## config.mk

```make
export PLATFORM = sky130hd
export DESIGN_NAME = ooo_core
export DESIGN_NICKNAME = d
export VERILOG_FILES = /design/src/hdl/core_pkg.sv /design/src/hdl/exec_units.sv /design/src/hdl/instr_decode.sv /design/src/hdl/ooo_core.sv /design/src/hdl/reorder_buffer.sv
export SDC_FILE = /design/constraint.sdc
export NUM_CORES = 2
export LEC_CHECK = 0
export BUFFER_PORTS_ARGS = -buffer_cell sky130_fd_sc_hd__buf_4
export CAP_MARGIN = 20
export CORE_ASPECT_RATIO = 1.75
export CORE_MARGIN = 2
export CORE_UTILIZATION = 35
export CTS_BUF_LIST = sky130_fd_sc_hd__clkbuf_4
export CTS_CLUSTER_SIZE = 14
export DETAILED_ROUTE_END_ITERATION = 12
export PLACE_DENSITY = 0.52
export RECOVER_POWER = 50
export SLEW_MARGIN = 5
export SYNTH_ARGS = -nofsm -noshare
export SYNTH_HDL_FRONTEND = slang
export SYNTH_HIERARCHICAL = 1
export SYNTH_SLANG_ARGS = --single-unit
```

## constraint.sdc

```tcl
create_clock -name clk -period 16.5 [get_ports clk]
set_clock_uncertainty 0.1 [all_clocks]
set_input_delay 2.475 -clock clk [delete_from_list [all_inputs] [get_ports clk]]
set_output_delay 2.475 -clock clk [all_outputs]
set_load 0.05 [all_outputs]
```

## src/hdl/core_pkg.sv

```systemverilog
package core_pkg;

    // Data and PC width
    localparam int XLEN = 32;

    // Destination register index
    localparam int RD_W = 5;

    // Instruction word fields
    localparam int OPC_HI = 31;
    localparam int OPC_LO = 28;
    localparam int RD_HI  = 27;
    localparam int RD_LO  = 23;

    // Shift amount for OP_SLL sits in the low bits
    localparam int SHAMT_W  = 5;
    localparam int SHAMT_HI = 4;
    localparam int SHAMT_LO = 0;

    typedef enum logic [3:0] {
        OP_ADD = 4'd0,
        OP_SUB = 4'd1,
        OP_AND = 4'd2,
        OP_XOR = 4'd3,
        OP_SLL = 4'd4,
        OP_MUL = 4'd8    // Only multiplier opcode
    } opcode_t;

    typedef enum logic [1:0] {
        EXC_NONE     = 2'd0,
        EXC_ILLEGAL  = 2'd1,
        EXC_OVERFLOW = 2'd2
    } exc_t;

endpackage

```

## src/hdl/exec_units.sv

```systemverilog
`timescale 1ns/100ps

module exec_units #(
    parameter int MUL_LATENCY = 3,
    parameter int ROB_SIZE    = 8
) (
    input  logic                                     clk,
    input  logic                                     reset,
    input  logic                                     flush,
    input  logic                                     issue_alu,
    input  logic                                     issue_mul,
    input  core_pkg::opcode_t                        issue_op,
    input  logic [core_pkg::XLEN-1:0]                issue_a,
    input  logic [core_pkg::XLEN-1:0]                issue_b,
    input  logic [core_pkg::SHAMT_W-1:0]             issue_shamt,
    input  logic [((ROB_SIZE > 1) ? $clog2(ROB_SIZE) : 1)-1:0] issue_idx,
    output logic                                     alu_done,
    output logic [((ROB_SIZE > 1) ? $clog2(ROB_SIZE) : 1)-1:0] alu_idx,
    output logic [core_pkg::XLEN-1:0]                alu_value,
    output core_pkg::exc_t                           alu_exc,
    output logic                                     mul_done,
    output logic [((ROB_SIZE > 1) ? $clog2(ROB_SIZE) : 1)-1:0] mul_idx,
    output logic [core_pkg::XLEN-1:0]                mul_value
);

    import core_pkg::*;

    localparam int IDX_W = (ROB_SIZE > 1) ? $clog2(ROB_SIZE) : 1;

    logic [XLEN-1:0] alu_result;
    exc_t            alu_fault;
    logic [XLEN-1:0] sum;
    logic [XLEN-1:0] diff;

    assign sum  = issue_a + issue_b;
    assign diff = issue_a - issue_b;

    always_comb begin
        alu_result = '0;
        alu_fault  = EXC_NONE;
        case (issue_op)
            OP_ADD: begin
                alu_result = sum;
                // Same operand signs, result sign flipped
                if (issue_a[XLEN-1] == issue_b[XLEN-1] && sum[XLEN-1] != issue_a[XLEN-1])
                    alu_fault = EXC_OVERFLOW;
            end
            OP_SUB: begin
                alu_result = diff;
                if (issue_a[XLEN-1] != issue_b[XLEN-1] && diff[XLEN-1] != issue_a[XLEN-1])
                    alu_fault = EXC_OVERFLOW;
            end
            OP_AND:  alu_result = issue_a & issue_b;
            OP_XOR:  alu_result = issue_a ^ issue_b;
            OP_SLL:  alu_result = issue_a << issue_shamt;
            default: alu_fault = EXC_ILLEGAL;    // MUL never gets here
        endcase
    end

    // Single-cycle ALU, an issue during flush belongs to a dead entry
    always_ff @(posedge clk) begin
        if (reset)
            alu_done <= 1'b0;
        else
            alu_done <= issue_alu && !flush;
    end

    always_ff @(posedge clk) begin
        if (issue_alu) begin
            alu_idx   <= issue_idx;
            alu_value <= alu_result;
            alu_exc   <= alu_fault;
        end
    end

    // Multiplier shift pipeline, one new op per cycle
    logic [MUL_LATENCY-1:0] mul_v;
    logic [IDX_W-1:0]       mul_i [MUL_LATENCY];
    logic [XLEN-1:0]        mul_p [MUL_LATENCY];

    always_ff @(posedge clk) begin
        if (reset || flush) begin
            mul_v <= '0;
        end else begin
            mul_v[0] <= issue_mul;
            for (int i = 1; i < MUL_LATENCY; i++)
                mul_v[i] <= mul_v[i-1];
        end
    end

    always_ff @(posedge clk) begin
        mul_i[0] <= issue_idx;
        mul_p[0] <= issue_a * issue_b;    // Low XLEN bits kept
        for (int i = 1; i < MUL_LATENCY; i++) begin
            mul_i[i] <= mul_i[i-1];
            mul_p[i] <= mul_p[i-1];
        end
    end

    assign mul_done  = mul_v[MUL_LATENCY-1];
    assign mul_idx   = mul_i[MUL_LATENCY-1];
    assign mul_value = mul_p[MUL_LATENCY-1];

endmodule

```

## src/hdl/instr_decode.sv

```systemverilog
`timescale 1ns/100ps

module instr_decode #(
    parameter int ROB_SIZE = 8
) (
    input  logic                                     clk,
    input  logic                                     reset,
    input  logic                                     instr_valid,
    input  logic [core_pkg::XLEN-1:0]                instr,
    input  logic [core_pkg::XLEN-1:0]                operand_a,
    input  logic [core_pkg::XLEN-1:0]                operand_b,
    input  logic                                     full,
    input  logic [((ROB_SIZE > 1) ? $clog2(ROB_SIZE) : 1)-1:0] alloc_idx,
    input  logic                                     flush,
    output logic                                     alloc,
    output logic [core_pkg::RD_W-1:0]                alloc_rd,
    output logic                                     issue_alu,
    output logic                                     issue_mul,
    output core_pkg::opcode_t                        issue_op,
    output logic [core_pkg::XLEN-1:0]                issue_a,
    output logic [core_pkg::XLEN-1:0]                issue_b,
    output logic [core_pkg::SHAMT_W-1:0]             issue_shamt,
    output logic [((ROB_SIZE > 1) ? $clog2(ROB_SIZE) : 1)-1:0] issue_idx
);

    import core_pkg::*;

    localparam int IDX_W = (ROB_SIZE > 1) ? $clog2(ROB_SIZE) : 1;

    opcode_t opc;
    logic    to_mul;

    assign opc      = opcode_t'(instr[OPC_HI:OPC_LO]);
    assign alloc_rd = instr[RD_HI:RD_LO];
    assign alloc    = instr_valid && !full;    // Strobes while full are dropped

    // Pick the execution unit
    always_comb begin
        case (opc)
            OP_MUL:                               to_mul = 1'b1;
            OP_ADD, OP_SUB, OP_AND, OP_XOR, OP_SLL: to_mul = 1'b0;
            default:                              to_mul = 1'b0; // Illegal, ALU flags it
        endcase
    end

    // Issue strobes last a single cycle
    always_ff @(posedge clk) begin
        if (reset) begin
            issue_alu <= 1'b0;
            issue_mul <= 1'b0;
        end else begin
            issue_alu <= alloc && !to_mul;
            issue_mul <= alloc && to_mul;
        end
    end

    // Issue payload, tagged with the entry the buffer hands out
    always_ff @(posedge clk) begin
        if (alloc) begin
            issue_op    <= opc;
            issue_a     <= operand_a;
            issue_b     <= operand_b;
            issue_shamt <= instr[SHAMT_HI:SHAMT_LO];
            issue_idx   <= alloc_idx;
        end else if (flush) begin
            issue_op    <= OP_ADD;
            issue_a     <= '0;
            issue_b     <= '0;
            issue_shamt <= '0;
            issue_idx   <= IDX_W'(0);
        end
    end

endmodule

```

## src/hdl/ooo_core.sv

```systemverilog
`timescale 1ns/100ps

module ooo_core #(
    parameter int ROB_SIZE    = 8,
    parameter int MUL_LATENCY = 3
) (
    input  logic                        clk,
    input  logic                        reset,
    input  logic                        instr_valid,
    input  logic [core_pkg::XLEN-1:0]   instr,
    input  logic [core_pkg::XLEN-1:0]   instr_pc,
    input  logic [core_pkg::XLEN-1:0]   operand_a,
    input  logic [core_pkg::XLEN-1:0]   operand_b,
    output logic                        full,
    output logic                        commit_valid,
    output logic [core_pkg::XLEN-1:0]   commit_pc,
    output logic [core_pkg::RD_W-1:0]   commit_rd,
    output logic [core_pkg::XLEN-1:0]   commit_value,
    output logic                        exc_valid,
    output logic [core_pkg::XLEN-1:0]   exc_pc,
    output core_pkg::exc_t              exc_cause
);

    import core_pkg::*;

    localparam int IDX_W = (ROB_SIZE > 1) ? $clog2(ROB_SIZE) : 1;

    // Decode to buffer
    logic             alloc;
    logic [RD_W-1:0]  alloc_rd;
    logic [IDX_W-1:0] alloc_idx;
    logic             flush;

    // Decode to execute
    logic                issue_alu;
    logic                issue_mul;
    opcode_t             issue_op;
    logic [XLEN-1:0]     issue_a;
    logic [XLEN-1:0]     issue_b;
    logic [SHAMT_W-1:0]  issue_shamt;
    logic [IDX_W-1:0]    issue_idx;

    // Completion ports
    logic             alu_done;
    logic [IDX_W-1:0] alu_idx;
    logic [XLEN-1:0]  alu_value;
    exc_t             alu_exc;
    logic             mul_done;
    logic [IDX_W-1:0] mul_idx;
    logic [XLEN-1:0]  mul_value;

    instr_decode #(
        .ROB_SIZE    (ROB_SIZE)
    ) instr_decode_i (
        .clk         (clk),
        .reset       (reset),
        .instr_valid (instr_valid),
        .instr       (instr),
        .operand_a   (operand_a),
        .operand_b   (operand_b),
        .full        (full),
        .alloc_idx   (alloc_idx),
        .flush       (flush),
        .alloc       (alloc),
        .alloc_rd    (alloc_rd),
        .issue_alu   (issue_alu),
        .issue_mul   (issue_mul),
        .issue_op    (issue_op),
        .issue_a     (issue_a),
        .issue_b     (issue_b),
        .issue_shamt (issue_shamt),
        .issue_idx   (issue_idx)
    );

    exec_units #(
        .MUL_LATENCY (MUL_LATENCY),
        .ROB_SIZE    (ROB_SIZE)
    ) exec_units_i (
        .clk         (clk),
        .reset       (reset),
        .flush       (flush),
        .issue_alu   (issue_alu),
        .issue_mul   (issue_mul),
        .issue_op    (issue_op),
        .issue_a     (issue_a),
        .issue_b     (issue_b),
        .issue_shamt (issue_shamt),
        .issue_idx   (issue_idx),
        .alu_done    (alu_done),
        .alu_idx     (alu_idx),
        .alu_value   (alu_value),
        .alu_exc     (alu_exc),
        .mul_done    (mul_done),
        .mul_idx     (mul_idx),
        .mul_value   (mul_value)
    );

    reorder_buffer #(
        .ROB_SIZE     (ROB_SIZE)
    ) reorder_buffer_i (
        .clk          (clk),
        .reset        (reset),
        .alloc        (alloc),
        .alloc_pc     (instr_pc),
        .alloc_rd     (alloc_rd),
        .alu_done     (alu_done),
        .alu_idx      (alu_idx),
        .alu_value    (alu_value),
        .alu_exc      (alu_exc),
        .mul_done     (mul_done),
        .mul_idx      (mul_idx),
        .mul_value    (mul_value),
        .full         (full),
        .alloc_idx    (alloc_idx),
        .flush        (flush),
        .commit_valid (commit_valid),
        .commit_pc    (commit_pc),
        .commit_rd    (commit_rd),
        .commit_value (commit_value),
        .exc_valid    (exc_valid),
        .exc_pc       (exc_pc),
        .exc_cause    (exc_cause)
    );

endmodule

```

## src/hdl/reorder_buffer.sv

```systemverilog
`timescale 1ns/100ps

module reorder_buffer #(
    parameter int ROB_SIZE = 8
) (
    input  logic                                     clk,
    input  logic                                     reset,
    input  logic                                     alloc,
    input  logic [core_pkg::XLEN-1:0]                alloc_pc,
    input  logic [core_pkg::RD_W-1:0]                alloc_rd,
    input  logic                                     alu_done,
    input  logic [((ROB_SIZE > 1) ? $clog2(ROB_SIZE) : 1)-1:0] alu_idx,
    input  logic [core_pkg::XLEN-1:0]                alu_value,
    input  core_pkg::exc_t                           alu_exc,
    input  logic                                     mul_done,
    input  logic [((ROB_SIZE > 1) ? $clog2(ROB_SIZE) : 1)-1:0] mul_idx,
    input  logic [core_pkg::XLEN-1:0]                mul_value,
    output logic                                     full,
    output logic [((ROB_SIZE > 1) ? $clog2(ROB_SIZE) : 1)-1:0] alloc_idx,
    output logic                                     flush,
    output logic                                     commit_valid,
    output logic [core_pkg::XLEN-1:0]                commit_pc,
    output logic [core_pkg::RD_W-1:0]                commit_rd,
    output logic [core_pkg::XLEN-1:0]                commit_value,
    output logic                                     exc_valid,
    output logic [core_pkg::XLEN-1:0]                exc_pc,
    output core_pkg::exc_t                           exc_cause
);

    import core_pkg::*;

    localparam int IDX_W = (ROB_SIZE > 1) ? $clog2(ROB_SIZE) : 1;
    localparam int CNT_W = $clog2(ROB_SIZE + 1);

    // Entry storage
    logic [XLEN-1:0]     ent_pc    [ROB_SIZE];
    logic [RD_W-1:0]     ent_rd    [ROB_SIZE];
    logic [XLEN-1:0]     ent_value [ROB_SIZE];
    exc_t                ent_exc   [ROB_SIZE];
    logic [ROB_SIZE-1:0] ent_valid;
    logic [ROB_SIZE-1:0] ent_complete;

    logic [IDX_W-1:0] head;
    logic [IDX_W-1:0] tail;
    logic [CNT_W-1:0] count;

    logic do_alloc;
    logic head_ready;
    logic head_fault;
    logic retire;

    assign full      = (count == CNT_W'(ROB_SIZE));
    assign alloc_idx = tail;
    assign do_alloc  = alloc && !full;

    assign head_ready = ent_valid[head] && ent_complete[head];
    assign head_fault = head_ready && (ent_exc[head] != EXC_NONE);
    assign retire     = head_ready && !head_fault;

    function automatic logic [IDX_W-1:0] next_idx(input logic [IDX_W-1:0] idx);
        next_idx = (idx == IDX_W'(ROB_SIZE - 1)) ? IDX_W'(0) : idx + IDX_W'(1);
    endfunction

    // Control state, pointers and retirement strobes
    always_ff @(posedge clk) begin
        if (reset) begin
            head         <= '0;
            tail         <= '0;
            count        <= '0;
            ent_valid    <= '0;
            ent_complete <= '0;
            commit_valid <= 1'b0;
            exc_valid    <= 1'b0;
            flush        <= 1'b0;
        end else begin
            commit_valid <= 1'b0;
            exc_valid    <= 1'b0;
            flush        <= 1'b0;
            if (head_fault) begin
                // Faulting head drops itself and everything younger
                exc_valid    <= 1'b1;
                flush        <= 1'b1;
                head         <= '0;
                tail         <= '0;
                count        <= '0;
                ent_valid    <= '0;
                ent_complete <= '0;
            end else begin
                if (do_alloc) begin
                    ent_valid[tail]    <= 1'b1;
                    ent_complete[tail] <= 1'b0;
                    tail               <= next_idx(tail);
                end
                // Completions seen during flush are from discarded entries
                if (alu_done && !flush)
                    ent_complete[alu_idx] <= 1'b1;
                if (mul_done && !flush)
                    ent_complete[mul_idx] <= 1'b1;
                if (retire) begin
                    commit_valid    <= 1'b1;
                    ent_valid[head] <= 1'b0;
                    head            <= next_idx(head);
                end
                count <= count + CNT_W'(do_alloc) - CNT_W'(retire);
            end
        end
    end

    // Entry payload and retirement data
    always_ff @(posedge clk) begin
        if (do_alloc) begin
            ent_pc[tail] <= alloc_pc;
            ent_rd[tail] <= alloc_rd;
        end
        if (alu_done) begin
            ent_value[alu_idx] <= alu_value;
            ent_exc[alu_idx]   <= alu_exc;
        end
        if (mul_done) begin
            ent_value[mul_idx] <= mul_value;
            ent_exc[mul_idx]   <= EXC_NONE;    // Multiplies never fault
        end
        if (retire) begin
            commit_pc    <= ent_pc[head];
            commit_rd    <= ent_rd[head];
            commit_value <= ent_value[head];
        end
        if (head_fault) begin
            exc_pc    <= ent_pc[head];
            exc_cause <= ent_exc[head];
        end
    end

endmodule

```

==> results.yml <==
worst_setup_path:
  cp_max_fo: 33
  crit_path_end_kind: "flip-flop"
  cp.arrival_ns: 8.85
  r2r-start: "instr_decode_i/issue_b[0]"
  endpoint: "exec_units_i/mul_p[0][31]"
  worstSetupStartpointType: "flip-flop"
  required_ns: 17.48
  reg2reg_to: "exec_units_i/mul_p[0][31]"
  reg2regPathDepth: 20
  crit_start: "instr_decode_i/issue_b[0]"
  r2r_slack_ns: 8.64
  worst-setup-path-type: "flip-flop to flip-flop"
logic_synthesis:
  netlist_area_um2: 57100
  syn-mean-instance-area_um2: 12.0
  synth_nets: 5507
  yosysWarnings: 6
  synthCells: 4770
  yosysSeqAreaShare_pct: 46.0
  ys.flop_type: "edfxtp_1"
  ys_async_sr_fraction_pct: 0
  synth-edff-count: 768
  synth_cell_types: 108
  synth-seq-cells: 926
routing:
  routedWlPerCell_um: 23.8
  ant_nets: 0
  first_pass_iters: 6
  drt_iter0_markers: 2149
  viasPerCell: 5.16
  route.detailed.drc: 0
  totalWireLength_um: 175000
  vias: 38000
placed_design:
  dp_slack_ns: 8.59
  dp.cells: 6964
  port_buffers: 218
  gp_congestion: 0.977
  hpwl_um: 122000
run:
  max-cap-violations: 26
timing:
  period_needed_ns: 7.86
  worst_pin_slew_ns: 3.53
  report.final.setup_viol: 0
  fmax_mhz: 127
  worst_slack_ns: 8.64
  finalSetupTns_ns: 0
  rsz0062_at_grt: "false"
  min_period_over_period_pct: 47.7
  hold_violations: 0
  relSlewSlack_pct: -135
  slew_viol_final: 906
die:
  core-area_um2: 162000
  dieArea_um2: 166000
  die_w_um: 309
  rows: 196
  start_util_pct: 35.1
  die_h_um: 538
  io_pins: 237
global_routing:
  antenna_found_initial: 9
  grt_pass1_wl_um: 260000
  gr-total-overflow: 0
  grt_pass1_vias: 40800
  grt_max_degree: 80
  grtUsageTotal_pct: 21.2
finish:
  ff_latch_area_um2: 26200
  drive_gt1_share_pct: 19.0
  nFillCells: 16000
  fin_cells: 7363
  synthToLayoutAreaGrowth_pct: 11.1
  multi_input_area_um2: 27600
  final_cell_mix: "edfxtp_1 (768), nand2_1 (704), inv_1 (467)"
  final_nets: 5747
  final_common_cell: "edfxtp_1"
clock_tree:
  cts_setup_buffers: 0
  hold_buffers: 0
  clk_latency_ns: 1.18
  htreeDepth: 4
  cts_tree: "built"
  clock_path_buffers: 4
  cts_made_buffers: 221
  clock-sinks: 926
  cts_resized: 0
  clk_pin_slew_worst_paths_ns: 0.08
  clockRootBuffer: "clkbuf_4"
status:
  status: "complete, but fails checks"
  violations: "capacitance limit, slew limit"
hold_path:
  hp-class: "flip-flop to flip-flop"
==> metrics by stage <==
step	hold WS [ns]	cell area, um2	utilization, %
floorplan	0.210	57100	-
global placement	0.210	60800	37.5
detailed placement	0.212	60800	37.5
CTS	0.211	63600	39.2
global route	0.189	63400	39.0
finish	0.208	63400	39.0
==> flip-flops by register name, summed over array words and instances (netlist names), 32 cells and up, named ones only <==
| register | flops |
|---|---|
| reorder_buffer_i/ent_pc | 256 |
| instr_decode_i/issue_b | 32 |
| reorder_buffer_i/commit_value | 32 |
| exec_units_i/alu_value | 32 |
| instr_decode_i/issue_a | 32 |
| reorder_buffer_i/commit_pc | 32 |
| exec_units_i/mul_p | 96 |
| reorder_buffer_i/exc_pc | 32 |
| reorder_buffer_i/ent_value | 256 |
| reorder_buffer_i/ent_rd | 40 |
==> synth_stat cells (41+ instances only) <==
library cell    n  share of area, %
dfxtp_1       158               5.5
clkbuf_1      196               1.3
mux4_2        103               4.1
o21ai_0        79              0.69
buf_4          41              0.54
ha_1          195               4.3
nand2_1       705               4.6
a21oi_1       123               1.1
a221oi_1       58              0.89
and2_1        343               3.8
xnor2_1        72               1.1
mux2_2        199               3.9
fa_1          411                14
nor2_1        184               1.2
edfxtp_1      768                40
inv_1         469               3.1
mux2i_1        69               1.2
nor3_1         42              0.37
==> final cells by class <==
| class | instances | share of cell area (%) |
|---|---|---|
| diodes | 5 | 0.0197 |
| clock buffers | 325 | 3.85 |
| clock inverters | 68 | 0.579 |
| inverters | 473 | 2.81 |
| multi-input cells | 3060 | 43.5 |
| flip-flops and latches | 926 | 41.4 |
| well taps | 2178 | 4.30 |
| repair buffers | 328 | 3.53 |
==> kinds of logic (layout without fill, tap and decap cells) <==
logic type               Yosys count  count (layout)  synth area share (%)
flip-flops                       926             926                  46.0
other                              0               5                     0
XOR/XNOR                          96              96                  1.47
AND/OR/NAND/NOR                 1447            1447                  12.1
multiplexers                     376             376                  9.31
adder cells (fa/ha/maj)          606             606                  18.7
buffers and inverters            784            1194                  5.82
AO/OA/AOI/OAI                    535             535                  6.61
==> routing by layer <==
layer  global-route usage [%]  wire length [um]
met1                     21.7             60800
met3                     2.83              8050
met4                     11.8             10500
met2                     40.7             95900
met5                        0                41
==> worst max-delay path, cell delays in order, from the launching register on <==
cell and delay (ns):
edfxtp_1 0.32, clkbuf_1 1.61, nand2_1 0.23, fa_1 0.60, fa_1 0.50, fa_1 0.55, inv_1 0.04, ha_1 0.31
inv_1 0.07, fa_1 0.45, fa_1 0.50, inv_1 0.04, ha_1 0.31, and4_1 0.25, nor4b_1 0.25, o31a_1 0.20
o21a_1 0.33, nand2_1 0.24, a311o_1 0.37, o21ai_0 0.30, xnor2_1 0.15
==> how the worst min path moves through the flow <==
| stage | start | end | slack (ns) | depth (start not counted) |
|---|---|---|---|---|
| global placement | exec_units_i/mul_i[0][0] | exec_units_i/mul_i[0][3] | 0.21 | 0 |
| floorplan | exec_units_i/mul_i[0][0] | exec_units_i/mul_i[0][3] | 0.21 | 0 |
| finish | exec_units_i/mul_p[0][55] | exec_units_i/mul_p[0][87] | 0.21 | 0 |
| CTS | exec_units_i/mul_p[0][16] | exec_units_i/mul_p[0][48] | 0.21 | 0 |
| global route | exec_units_i/mul_p[0][38] | exec_units_i/mul_p[0][70] | 0.19 | 0 |
| detailed placement | exec_units_i/mul_p[0][8] | exec_units_i/mul_p[0][40] | 0.21 | 0 |
Power is not shown: default switching activity piles up to over one toggle a cycle in this logic, so the estimate is an artifact.
